### config.mk
export PLATFORM = sky130hd
export DESIGN_NAME = matrix_decode
export DESIGN_NICKNAME = d
export VERILOG_FILES = /design/src/matrix_pkg.sv /design/src/addr_region_decode.sv /design/src/matrix_default_slave.sv /design/src/data_phase_select.sv /design/src/matrix_decode.sv
export SDC_FILE = /design/constraint.sdc
export NUM_CORES = 1
export LEC_CHECK = 0
export BUFFER_PORTS_ARGS = -buffer_cell sky130_fd_sc_hd__buf_2
export CAP_MARGIN = 10
export CORE_AREA = 5 5 137 139
export DETAILED_ROUTE_END_ITERATION = 8
export DIE_AREA = 0 0 142 144
export GPL_TIMING_DRIVEN = 0
export SLEW_MARGIN = 10
export SYNTH_ARGS = -nofsm -noshare
export SYNTH_HDL_FRONTEND = slang
export SYNTH_SLANG_ARGS = --single-unit
### constraint.sdc
create_clock -name HCLK -period 3.78 [get_ports HCLK]
set_input_delay 1.134 -clock HCLK [delete_from_list [all_inputs] [get_ports HCLK]]
set_output_delay 1.134 -clock HCLK [all_outputs]
set_load 0.02 [all_outputs]
### src/matrix_pkg.sv
// Fixed address map for eight output ports and one remap bit, with bounds held in 1 KB units
package matrix_pkg;

    // ------------------------------
    // Port and address widths
    // ------------------------------
    localparam int NUM_PORTS    = 8;                    // Output ports MI0 to MI7
    localparam int SEL_IDX_W    = $clog2(NUM_PORTS);    // Index bits of a real port
    localparam int DEC_ADDR_LSB = 10;                   // 1 KB decode granule

    typedef logic [3:0]             port_idx_t;         // 0..7 ports, 8 default slave
    typedef logic [NUM_PORTS-1:0]   sel_vec_t;          // One HSEL per output port
    typedef logic [31:DEC_ADDR_LSB] dec_addr_t;         // HADDR[31:10]

    localparam port_idx_t DFLT_PORT = 4'd8;             // Local default slave

    // AHB transfer type and response
    typedef enum logic [1:0] {
        IDLE   = 2'b00,
        BUSY   = 2'b01,
        NONSEQ = 2'b10,
        SEQ    = 2'b11
    } htrans_t;

    typedef enum logic [1:0] {
        OKAY  = 2'b00,
        ERROR = 2'b01                                   // Upper bit kept for width only
    } hresp_t;

    // ------------------------------
    // Bundles
    // ------------------------------
    typedef struct packed {
        logic      sel;                                 // HSEL of the input port
        htrans_t   trans;
        dec_addr_t addr;
    } addr_req_t;                                       // 25 bits

    typedef struct packed {
        logic        ready;                             // HREADYOUT
        hresp_t      resp;
        logic [31:0] rdata;
    } slave_rsp_t;                                      // 35 bits

    typedef slave_rsp_t [NUM_PORTS-1:0] slave_rsp_vec_t;

    // ------------------------------
    // Address map, 1 KB units
    // ------------------------------
    localparam dec_addr_t REGION0_LO  = 22'h000000;     // 0x0000_0000
    localparam dec_addr_t REGION0_HI  = 22'h07ffff;     // 0x1fff_ffff
    localparam dec_addr_t REGION1_LO  = 22'h080000;     // 0x2000_0000
    localparam dec_addr_t REGION1_HI  = 22'h0bffff;
    localparam dec_addr_t REGION2_LO  = 22'h0c0000;     // 0x3000_0000
    localparam dec_addr_t REGION2_HI  = 22'h0fffff;
    localparam dec_addr_t REGION3_LO  = 22'h100000;     // 0x4000_0000
    localparam dec_addr_t REGION3_HI  = 22'h17ffff;
    localparam dec_addr_t REGION4_LO  = 22'h200000;     // 0x8000_0000
    localparam dec_addr_t REGION4_HI  = 22'h23ffff;
    localparam dec_addr_t REGION5_LO  = 22'h240000;     // 0x9000_0000
    localparam dec_addr_t REGION5_HI  = 22'h27ffff;
    localparam dec_addr_t REGION6A_LO = 22'h180000;     // 0x6000_0000
    localparam dec_addr_t REGION6A_HI = 22'h1fffff;
    localparam dec_addr_t REGION6B_LO = 22'h280000;     // 0xa000_0000
    localparam dec_addr_t REGION6B_HI = 22'h37ffff;
    localparam dec_addr_t REGION7_LO  = 22'h3c0000;     // 0xf000_0000, 256 KB only
    localparam dec_addr_t REGION7_HI  = 22'h3c00ff;
    localparam dec_addr_t REMAP_HI    = 22'h03ffff;     // Low 256 MB window

    typedef struct packed {
        dec_addr_t lo;
        dec_addr_t hi;
        port_idx_t port;
    } region_t;

    localparam int NUM_REGIONS = 9;

    // Regions do not overlap, so order carries no priority
    localparam region_t REGION_MAP [NUM_REGIONS] = '{
        '{REGION0_LO,  REGION0_HI,  4'd0},
        '{REGION1_LO,  REGION1_HI,  4'd1},
        '{REGION2_LO,  REGION2_HI,  4'd2},
        '{REGION3_LO,  REGION3_HI,  4'd3},
        '{REGION4_LO,  REGION4_HI,  4'd4},
        '{REGION5_LO,  REGION5_HI,  4'd5},
        '{REGION6A_LO, REGION6A_HI, 4'd6},
        '{REGION6B_LO, REGION6B_HI, 4'd6},
        '{REGION7_LO,  REGION7_HI,  4'd7}
    };

endpackage

### src/addr_region_decode.sv
// Purely combinational; the idle hold relies on data_port coming from the data-phase register
`timescale 1ns/1ps

module addr_region_decode #(
    parameter matrix_pkg::port_idx_t REMAP_PORT = 4'd1     // Target of the low 256 MB on remap
) (
    // Remap control
    input  logic                  remap,

    // Input stage address phase
    input  matrix_pkg::addr_req_t req,

    // Data-phase port, for the idle hold
    input  matrix_pkg::port_idx_t data_port,

    // Active level of each output stage
    input  matrix_pkg::sel_vec_t  active_in,

    // Decoded address phase
    output matrix_pkg::port_idx_t addr_port,
    output matrix_pkg::sel_vec_t  sel,
    output logic                  dflt_sel,
    output logic                  active
);

    import matrix_pkg::*;

    // ------------------------------
    // Internal signals
    // ------------------------------
    port_idx_t map_port;            // Port from the address map alone
    logic      real_trans;          // NONSEQ or SEQ
    logic      is_port;             // addr_port names a real output port
    logic      remap_hit;           // Address inside the remap window

    // ------------------------------
    // Address map lookup
    // ------------------------------
    assign remap_hit = remap && (req.addr <= REMAP_HI);    // Window starts at zero

    always_comb
    begin
        map_port = DFLT_PORT;                               // Unmapped by default
        if (remap_hit)
        begin
            map_port = REMAP_PORT;                          // Remap overrides static map
        end
        else
        begin
            for (int i = 0; i < NUM_REGIONS; i++)
            begin
                // Inclusive bounds on HADDR[31:10]
                if ((req.addr >= REGION_MAP[i].lo) && (req.addr <= REGION_MAP[i].hi))
                begin
                    map_port = REGION_MAP[i].port;
                end
            end
        end
    end

    // ------------------------------
    // Idle hold
    // ------------------------------
    // Only a real transfer moves the decoder, IDLE and BUSY stay on
    // the port of the transfer now in its data phase
    assign real_trans = req.trans[1];                      // NONSEQ and SEQ share bit 1
    assign addr_port  = real_trans ? map_port : data_port;

    // Indices 9 to 15 never occur and fall back to the default slave
    assign is_port = (addr_port < port_idx_t'(NUM_PORTS));

    // ------------------------------
    // Select decode
    // ------------------------------
    always_comb
    begin
        sel      = '0;
        dflt_sel = 1'b0;
        if (req.sel)                                        // No select without HSEL
        begin
            if (is_port)
            begin
                sel[addr_port[SEL_IDX_W-1:0]] = 1'b1;       // One-hot output select
            end
            else
            begin
                dflt_sel = 1'b1;                            // Local default slave
            end
        end
    end

    // Active level of the addressed stage
    always_comb
    begin
        if (is_port)
        begin
            active = active_in[addr_port[SEL_IDX_W-1:0]];
        end
        else
        begin
            active = 1'b1;                                  // Default slave always active
        end
    end

endmodule

### src/matrix_default_slave.sv
// Answers only transfers no output port claims; read data is always zero and writes are dropped
`timescale 1ns/1ps

module matrix_default_slave (
    input  logic                   HCLK,
    input  logic                   HRESETn,        // Synchronous, active low

    // AHB control from the decoder
    input  logic                   dflt_sel,       // HSEL of the default slave
    input  logic                   HREADYS,        // Transfer done on the input side
    input  matrix_pkg::htrans_t    trans,

    // Data-phase return
    output matrix_pkg::slave_rsp_t dflt_rsp
);

    import matrix_pkg::*;

    // ------------------------------
    // Response state
    // ------------------------------
    // Two flops. rsp_wait marks the first ERROR cycle with ready low,
    // rsp_err is set in both ERROR cycles
    logic rsp_wait;
    logic rsp_err;
    logic err_start;                               // Real transfer accepted here

    assign err_start = dflt_sel & HREADYS & trans[1];   // NONSEQ or SEQ only

    always_ff @(posedge HCLK)
    begin
        if (!HRESETn)
        begin
            rsp_wait <= 1'b0;
            rsp_err  <= 1'b0;
        end
        else
        begin
            rsp_wait <= err_start;                 // Enter first ERROR cycle
            rsp_err  <= err_start | rsp_wait;      // Stay in ERROR for the second
        end
    end

    // ------------------------------
    // Return bundle
    // ------------------------------
    always_comb
    begin
        dflt_rsp.ready = ~rsp_wait;                // Wait state in cycle one only
        if (rsp_err)
        begin
            dflt_rsp.resp = ERROR;
        end
        else
        begin
            dflt_rsp.resp = OKAY;                  // IDLE and BUSY get zero-wait OKAY
        end
        dflt_rsp.rdata = '0;
    end

endmodule

### src/data_phase_select.sv
// HREADYS must be the input-side HREADY and not HREADYOUTS, or the port register can miss a load
`timescale 1ns/1ps

module data_phase_select (
    input  logic                       HCLK,
    input  logic                       HRESETn,     // Synchronous, active low

    // Address phase from the input stage
    input  logic                       HREADYS,     // Transfer done
    input  logic                       req_sel,     // HSEL
    input  matrix_pkg::htrans_t        req_trans,
    input  matrix_pkg::port_idx_t      addr_port,   // Decoded address-phase port

    // Returns from the output stages and the default slave
    input  matrix_pkg::slave_rsp_vec_t slave_rsp,
    input  matrix_pkg::slave_rsp_t     dflt_rsp,

    // Data-phase port and muxed return
    output matrix_pkg::port_idx_t      data_port,
    output logic                       HREADYOUTS,
    output matrix_pkg::hresp_t         HRESPS,
    output logic [31:0]                HRDATAS
);

    import matrix_pkg::*;

    // ------------------------------
    // Data-phase port register
    // ------------------------------
    slave_rsp_t data_rsp;                           // Return of the selected port

    always_ff @(posedge HCLK)
    begin
        if (!HRESETn)
        begin
            data_port <= DFLT_PORT;                 // Quiet default slave out of reset
        end
        else if (HREADYS)                           // Holds while the data phase waits
        begin
            if (req_sel && req_trans[1])
            begin
                data_port <= addr_port;             // Real transfer takes its port
            end
            else
            begin
                data_port <= DFLT_PORT;             // Park on the default slave
            end
        end
    end

    // ------------------------------
    // Return mux
    // ------------------------------
    always_comb
    begin
        data_rsp = dflt_rsp;                        // Default slave and unused indices
        if (data_port < port_idx_t'(NUM_PORTS))
        begin
            data_rsp = slave_rsp[data_port[SEL_IDX_W-1:0]];
        end
    end

    assign HREADYOUTS = data_rsp.ready;
    assign HRESPS     = data_rsp.resp;
    assign HRDATAS    = data_rsp.rdata;             // Zero when parked on the default slave

endmodule

### src/matrix_decode.sv
// One input port of the bus matrix; the output stages supply active_in and their AHB returns
`timescale 1ns/1ps

module matrix_decode #(
    parameter matrix_pkg::port_idx_t REMAP_PORT = 4'd1     // Low 256 MB target on remap
) (
    // Common AHB signals
    input  logic                       HCLK,
    input  logic                       HRESETn,             // Synchronous, active low

    // Remap control
    input  logic                       remap,

    // Input stage
    input  logic                       HREADYS,             // Transfer done
    input  matrix_pkg::addr_req_t      req,                 // HSEL, HTRANS, HADDR[31:10]

    // Output stages
    input  matrix_pkg::sel_vec_t       active_in,           // Active level per stage
    input  matrix_pkg::slave_rsp_vec_t slave_rsp,           // HREADYOUT, HRESP, HRDATA

    // Address phase outputs
    output matrix_pkg::sel_vec_t       sel,                 // HSEL per output port
    output logic                       active,

    // Data phase outputs to the input stage
    output logic                       HREADYOUTS,
    output matrix_pkg::hresp_t         HRESPS,
    output logic [31:0]                HRDATAS
);

    import matrix_pkg::*;

    // ------------------------------
    // Internal wires
    // ------------------------------
    port_idx_t  addr_port;          // Address-phase port
    port_idx_t  data_port;          // Registered data-phase port
    logic       dflt_sel;           // HSEL of the default slave
    slave_rsp_t dflt_rsp;           // Default slave return

    // Address map, remap and idle hold
    addr_region_decode #(
        .REMAP_PORT (REMAP_PORT)
    ) addr_region_decode_inst (
        .remap      (remap),
        .req        (req),
        .data_port  (data_port),
        .active_in  (active_in),
        .addr_port  (addr_port),
        .sel        (sel),
        .dflt_sel   (dflt_sel),
        .active     (active)
    );

    // Unmapped addresses land here
    matrix_default_slave matrix_default_slave_inst (
        .HCLK       (HCLK),
        .HRESETn    (HRESETn),
        .dflt_sel   (dflt_sel),
        .HREADYS    (HREADYS),
        .trans      (req.trans),
        .dflt_rsp   (dflt_rsp)
    );

    // ------------------------------
    // Data phase
    // ------------------------------
    data_phase_select data_phase_select_inst (
        .HCLK       (HCLK),
        .HRESETn    (HRESETn),
        .HREADYS    (HREADYS),
        .req_sel    (req.sel),
        .req_trans  (req.trans),
        .addr_port  (addr_port),
        .slave_rsp  (slave_rsp),
        .dflt_rsp   (dflt_rsp),
        .data_port  (data_port),    // Back to the decoder for the idle hold
        .HREADYOUTS (HREADYOUTS),
        .HRESPS     (HRESPS),
        .HRDATAS    (HRDATAS)
    );

endmodule

==> flow_summary_export.csv <==
group,metric,value,unit
status,status,"complete, but fails checks",
status,violations_in_the_final_reports,"negative setup slack",
yosys,netlist_area_before_placement,2780,sq um
detailed_routing,via_count,3826,
detailed_routing,initialDrtViolationCount,155,
sta,grt_setup_unrepaired,"yes",
sta,fin_worst_hold_slack,0.475,ns
finish,layout_overhead_on_the_synthesized_area,84.2,%
global_routing,antenna_found_initial,3,
detailed_routing,viasPerCell,4.64,
placed_design,dpl_worst_slack,-0.292,ns
yosys,synth_cells,236,
floorplanning,number_of_primary_i_o_pins,361,
worst_setup_path,slowest_stage,"sky130_fd_sc_hd__nor4_4",
cts,numCtsBuffers,3,
floorplanning,floorplan.initialDensity,15.8,%
yosys,synth_top_flop_cell,"sky130_fd_sc_hd__dfxtp_1",
floorplanning,die-area,20400,sq um
detailed_routing,number_of_nets_still_failing_antenna_checks_after_routing,0,
power_and_ir_drop,vdd.ir_drop.worst,0.000179,V
cts,clockBufferDepth,2,
floorplanning,die_width,142,um
yosys,synth_fp_nets,553,
detailed_routing,drt_drc_violations_left,0,
min_path,min-delay-path-class,"flop to flop",
worst_setup_path,critical_path.reg2reg.startpoint,"data_phase_select_inst.data_port[0]$_SDFFE_PN0P_",
cts,clock_insertion_delay_worst_skew,0.23,ns
detailed_routing,highest_layer,"met5",
job,max-cap-violations,0,
placed_design,gpl.final_weighted_congestion,0.844,
cts,clock_slew_at_the_register_clock_pins_of_the_worst_setup_and_hold_paths,0.04,ns
worst_setup_path,critical_path_cell_sequence,"buf_6 -> nor4_4 -> nand4_4 -> o2bb2ai_4 -> and2_4 -> a221o_1 -> a211o_1 -> buf_6",
finish,final_common_cell,"sky130_fd_sc_hd__buf_2",
worst_setup_path,critPathMaxFanout,6,
finish,filler_cell_count,1887,
sta,report.final.slew_viol_count,0,
sta,final_hold_violation_count,0,
worst_setup_path,critical_path_endpoint_category,"primary output",
min_path,hold_depth,1,
min_path,hold_start,"matrix_default_slave_inst.rsp_wait$_SDFF_PN0_",
worst_setup_path,cp_data_required_time,2.65,ns
power_and_ir_drop,power_density,132,nW/um^2
sta,slew_headroom,46.9,%
placed_design,io_buffers,351,
yosys,ys_ff_latch,6,
cts,htree_num_levels,1,
yosys,fraction_of_synthesis_flops_using_an_asynchronous_set_or_reset_pin,0,%
finish,fin_nets,915,
worst_setup_path,crit_type,"primary input to primary output",
power_and_ir_drop,p_leak,2.59,nW
detailed_routing,met3_length,1550,um
finish,share_of_final_layout_standard_cells_stronger_than_drive_strength_1,78.0,%
floorplanning,row_count,49,
sta,report.final.setup_viol,9,
cts,cts_tree,"done",
global_routing,grt_pass1_vias,4102,
yosys,synth_warnings,0,
sta,fmaxAchievable,249,MHz
detailed_routing,wl_met2,8480,um
cts,cts_root_buffer,"sky130_fd_sc_hd__clkbuf_16",
worst_setup_path,reg2regPathDepth,4,
global_routing,grt_first_pass_wirelength,23300,um
global_routing,grt_max_degree,11,
global_routing,globalRouteOverflowTotal,0,
yosys,synthesis.area_per_instance,11.8,sq um
worst_setup_path,ff2ff_setup_slack,2.29,ns
floorplanning,core_region_area,17500,sq um
global_routing,groute.usage.overall,14.7,%
finish,diodes,0,
yosys,ys_seq_area_share,4.32,%
worst_setup_path,crit_path_max_incr_delay,0.33,ns
worst_setup_path,crit-reg2reg-capture,"data_phase_select_inst.data_port[0]$_SDFFE_PN0P_",
sta,post-route-period-util,106,%
worst_setup_path,critPathLaunchType,"primary input",
sta,worstMarginPinSlew,0.797,ns
detailed_routing,detail_route.wl_per_cell,20.3,um
yosys,ys_types,43,
placed_design,place.detailed.hpwl,14700,um
yosys,synth_edf_count,0,
detailed_routing,met1Wirelength,6450,um
min_path,hold_path_end,"matrix_default_slave_inst.rsp_err$_SDFF_PN0_",
finish,most-common-layout-cells,"346 x sky130_fd_sc_hd__buf_2, 70 x sky130_fd_sc_hd__mux4_2, 45 x sky130_fd_sc_hd__nor2_1",
sta,timing.final.crit_period,4.02,ns
worst_setup_path,timing.critical_path.mode_cell,"sky130_fd_sc_hd__buf_6",
worst_setup_path,critPathArrivalTime,2.89,ns
detailed_routing,first_pass_iters,4,
detailed_routing,drt_wl_total,16700,um
sta,setup_ws,-0.242,ns
sta,clock-skew-final,0.00248,ns
cts,numClockSinks,6,
floorplanning,die_y,144,um
[Yosys cell counts (2+ instances only)]
| library cell | count | area share [%] |
|---|---|---|
| sky130_fd_sc_hd__nor2b_1 | 2 | 0.45 |
| sky130_fd_sc_hd__mux4_2 | 70 | 57 |
| sky130_fd_sc_hd__buf_2 | 7 | 1.3 |
| sky130_fd_sc_hd__buf_1 | 3 | 0.41 |
| sky130_fd_sc_hd__mux2i_1 | 36 | 13 |
| sky130_fd_sc_hd__dfxtp_1 | 6 | 4.3 |
| sky130_fd_sc_hd__nand2b_1 | 2 | 0.45 |
| sky130_fd_sc_hd__o22ai_1 | 2 | 0.45 |
| sky130_fd_sc_hd__o21a_1 | 3 | 0.81 |
| sky130_fd_sc_hd__clkbuf_1 | 12 | 1.6 |
| sky130_fd_sc_hd__nor2_1 | 47 | 6.4 |
| sky130_fd_sc_hd__nand2_1 | 3 | 0.41 |
| sky130_fd_sc_hd__and2_1 | 3 | 0.68 |
| sky130_fd_sc_hd__nor3b_1 | 2 | 0.54 |
| sky130_fd_sc_hd__a21oi_1 | 4 | 0.72 |
| sky130_fd_sc_hd__a31oi_1 | 2 | 0.45 |
| sky130_fd_sc_hd__nor4_4 | 2 | 1.5 |
| sky130_fd_sc_hd__o21ai_0 | 2 | 0.36 |
| sky130_fd_sc_hd__nand3_1 | 3 | 0.54 |
| sky130_fd_sc_hd__a221o_1 | 2 | 0.72 |
[metrics by stage]
stage	setup TNS, ns	utilization, %	instance area [sq um]	power, mW	std cells
CTS	-0.313	28.7	5040	0.669	822
floorplan	0	-	2780	0.258	236
finish	-0.566	29.2	5120	0.673	825
global route	-1.27	29.2	5120	0.712	825
detailed placement	-1.12	27.5	4820	0.476	816
global placement	-1.31	27.5	4820	0.467	816
[worst max path at each step]
stage	slack, ns	cells past startpoint	startpoint	to
after floorplan	0.03	6	req[14]	active
after CTS	-0.21	8	req[11]	active
after global routing	-0.30	8	req[12]	active
after detailed placement	-0.29	8	req[14]	active
after global placement	-0.28	8	req[14]	active
final	-0.24	8	req[10]	active
[per-layer routing]
layer	global-route usage, %	up-vias
met5	0	-
met4	2.42	6
met3	3.80	20
met2	25.4	213
met1	18.8	1876
li1	-	1711
[power by group]
| part | total, mW | switching (mW) | internal [mW] |
|---|---|---|---|
| Sequential | 0.0674 | 0.00197 | 0.0654 |
| Combinational | 0.434 | 0.180 | 0.254 |
| Clock | 0.172 | 0.0359 | 0.136 |
| Total | 0.673 | 0.218 | 0.455 |
[cell type report]
cell class                      count  area (sq um)  area share [%]
Inverter                            2          7.51           0.147
Sequential cell                     6           120            2.35
Buffer                             24           123            2.40
Tap cell                          229           287            5.60
Clock buffer                        3          75.1            1.47
Timing Repair Buffer              358          1860            36.4
Multi-Input combinational cell    203          2640            51.6
[critical path: cells and delay by family]
family,cells,cell delay [ns]
AO/OA/AOI/OAI,3,0.83
buffers and inverters,2,0.22
AND/OR/NAND/NOR,3,0.71
[flip-flops by register name (all words and copies together) (netlist names)]
name	count
matrix_default_slave_inst.rsp_err	1
matrix_default_slave_inst.rsp_wait	1
data_phase_select_inst.data_port	4
[what timing repair did]
action	CTS	global route
endpoints found under the hold margin	0	0
pin swaps	8	7
setup endpoints to repair	12	10
gates resized for setup	19	14
hold buffers	0	0
setup buffers	4	3
[logic make-up after synthesis]
| kind of cell | share of synthesized area (%) |
|---|---|
| flops | 4.32 |
| simple gates | 13.9 |
| buf+inv | 4.73 |
| mux | 69.7 |
| compound gates | 7.30 |
Note: power is estimated with default switching activity, not from simulation.
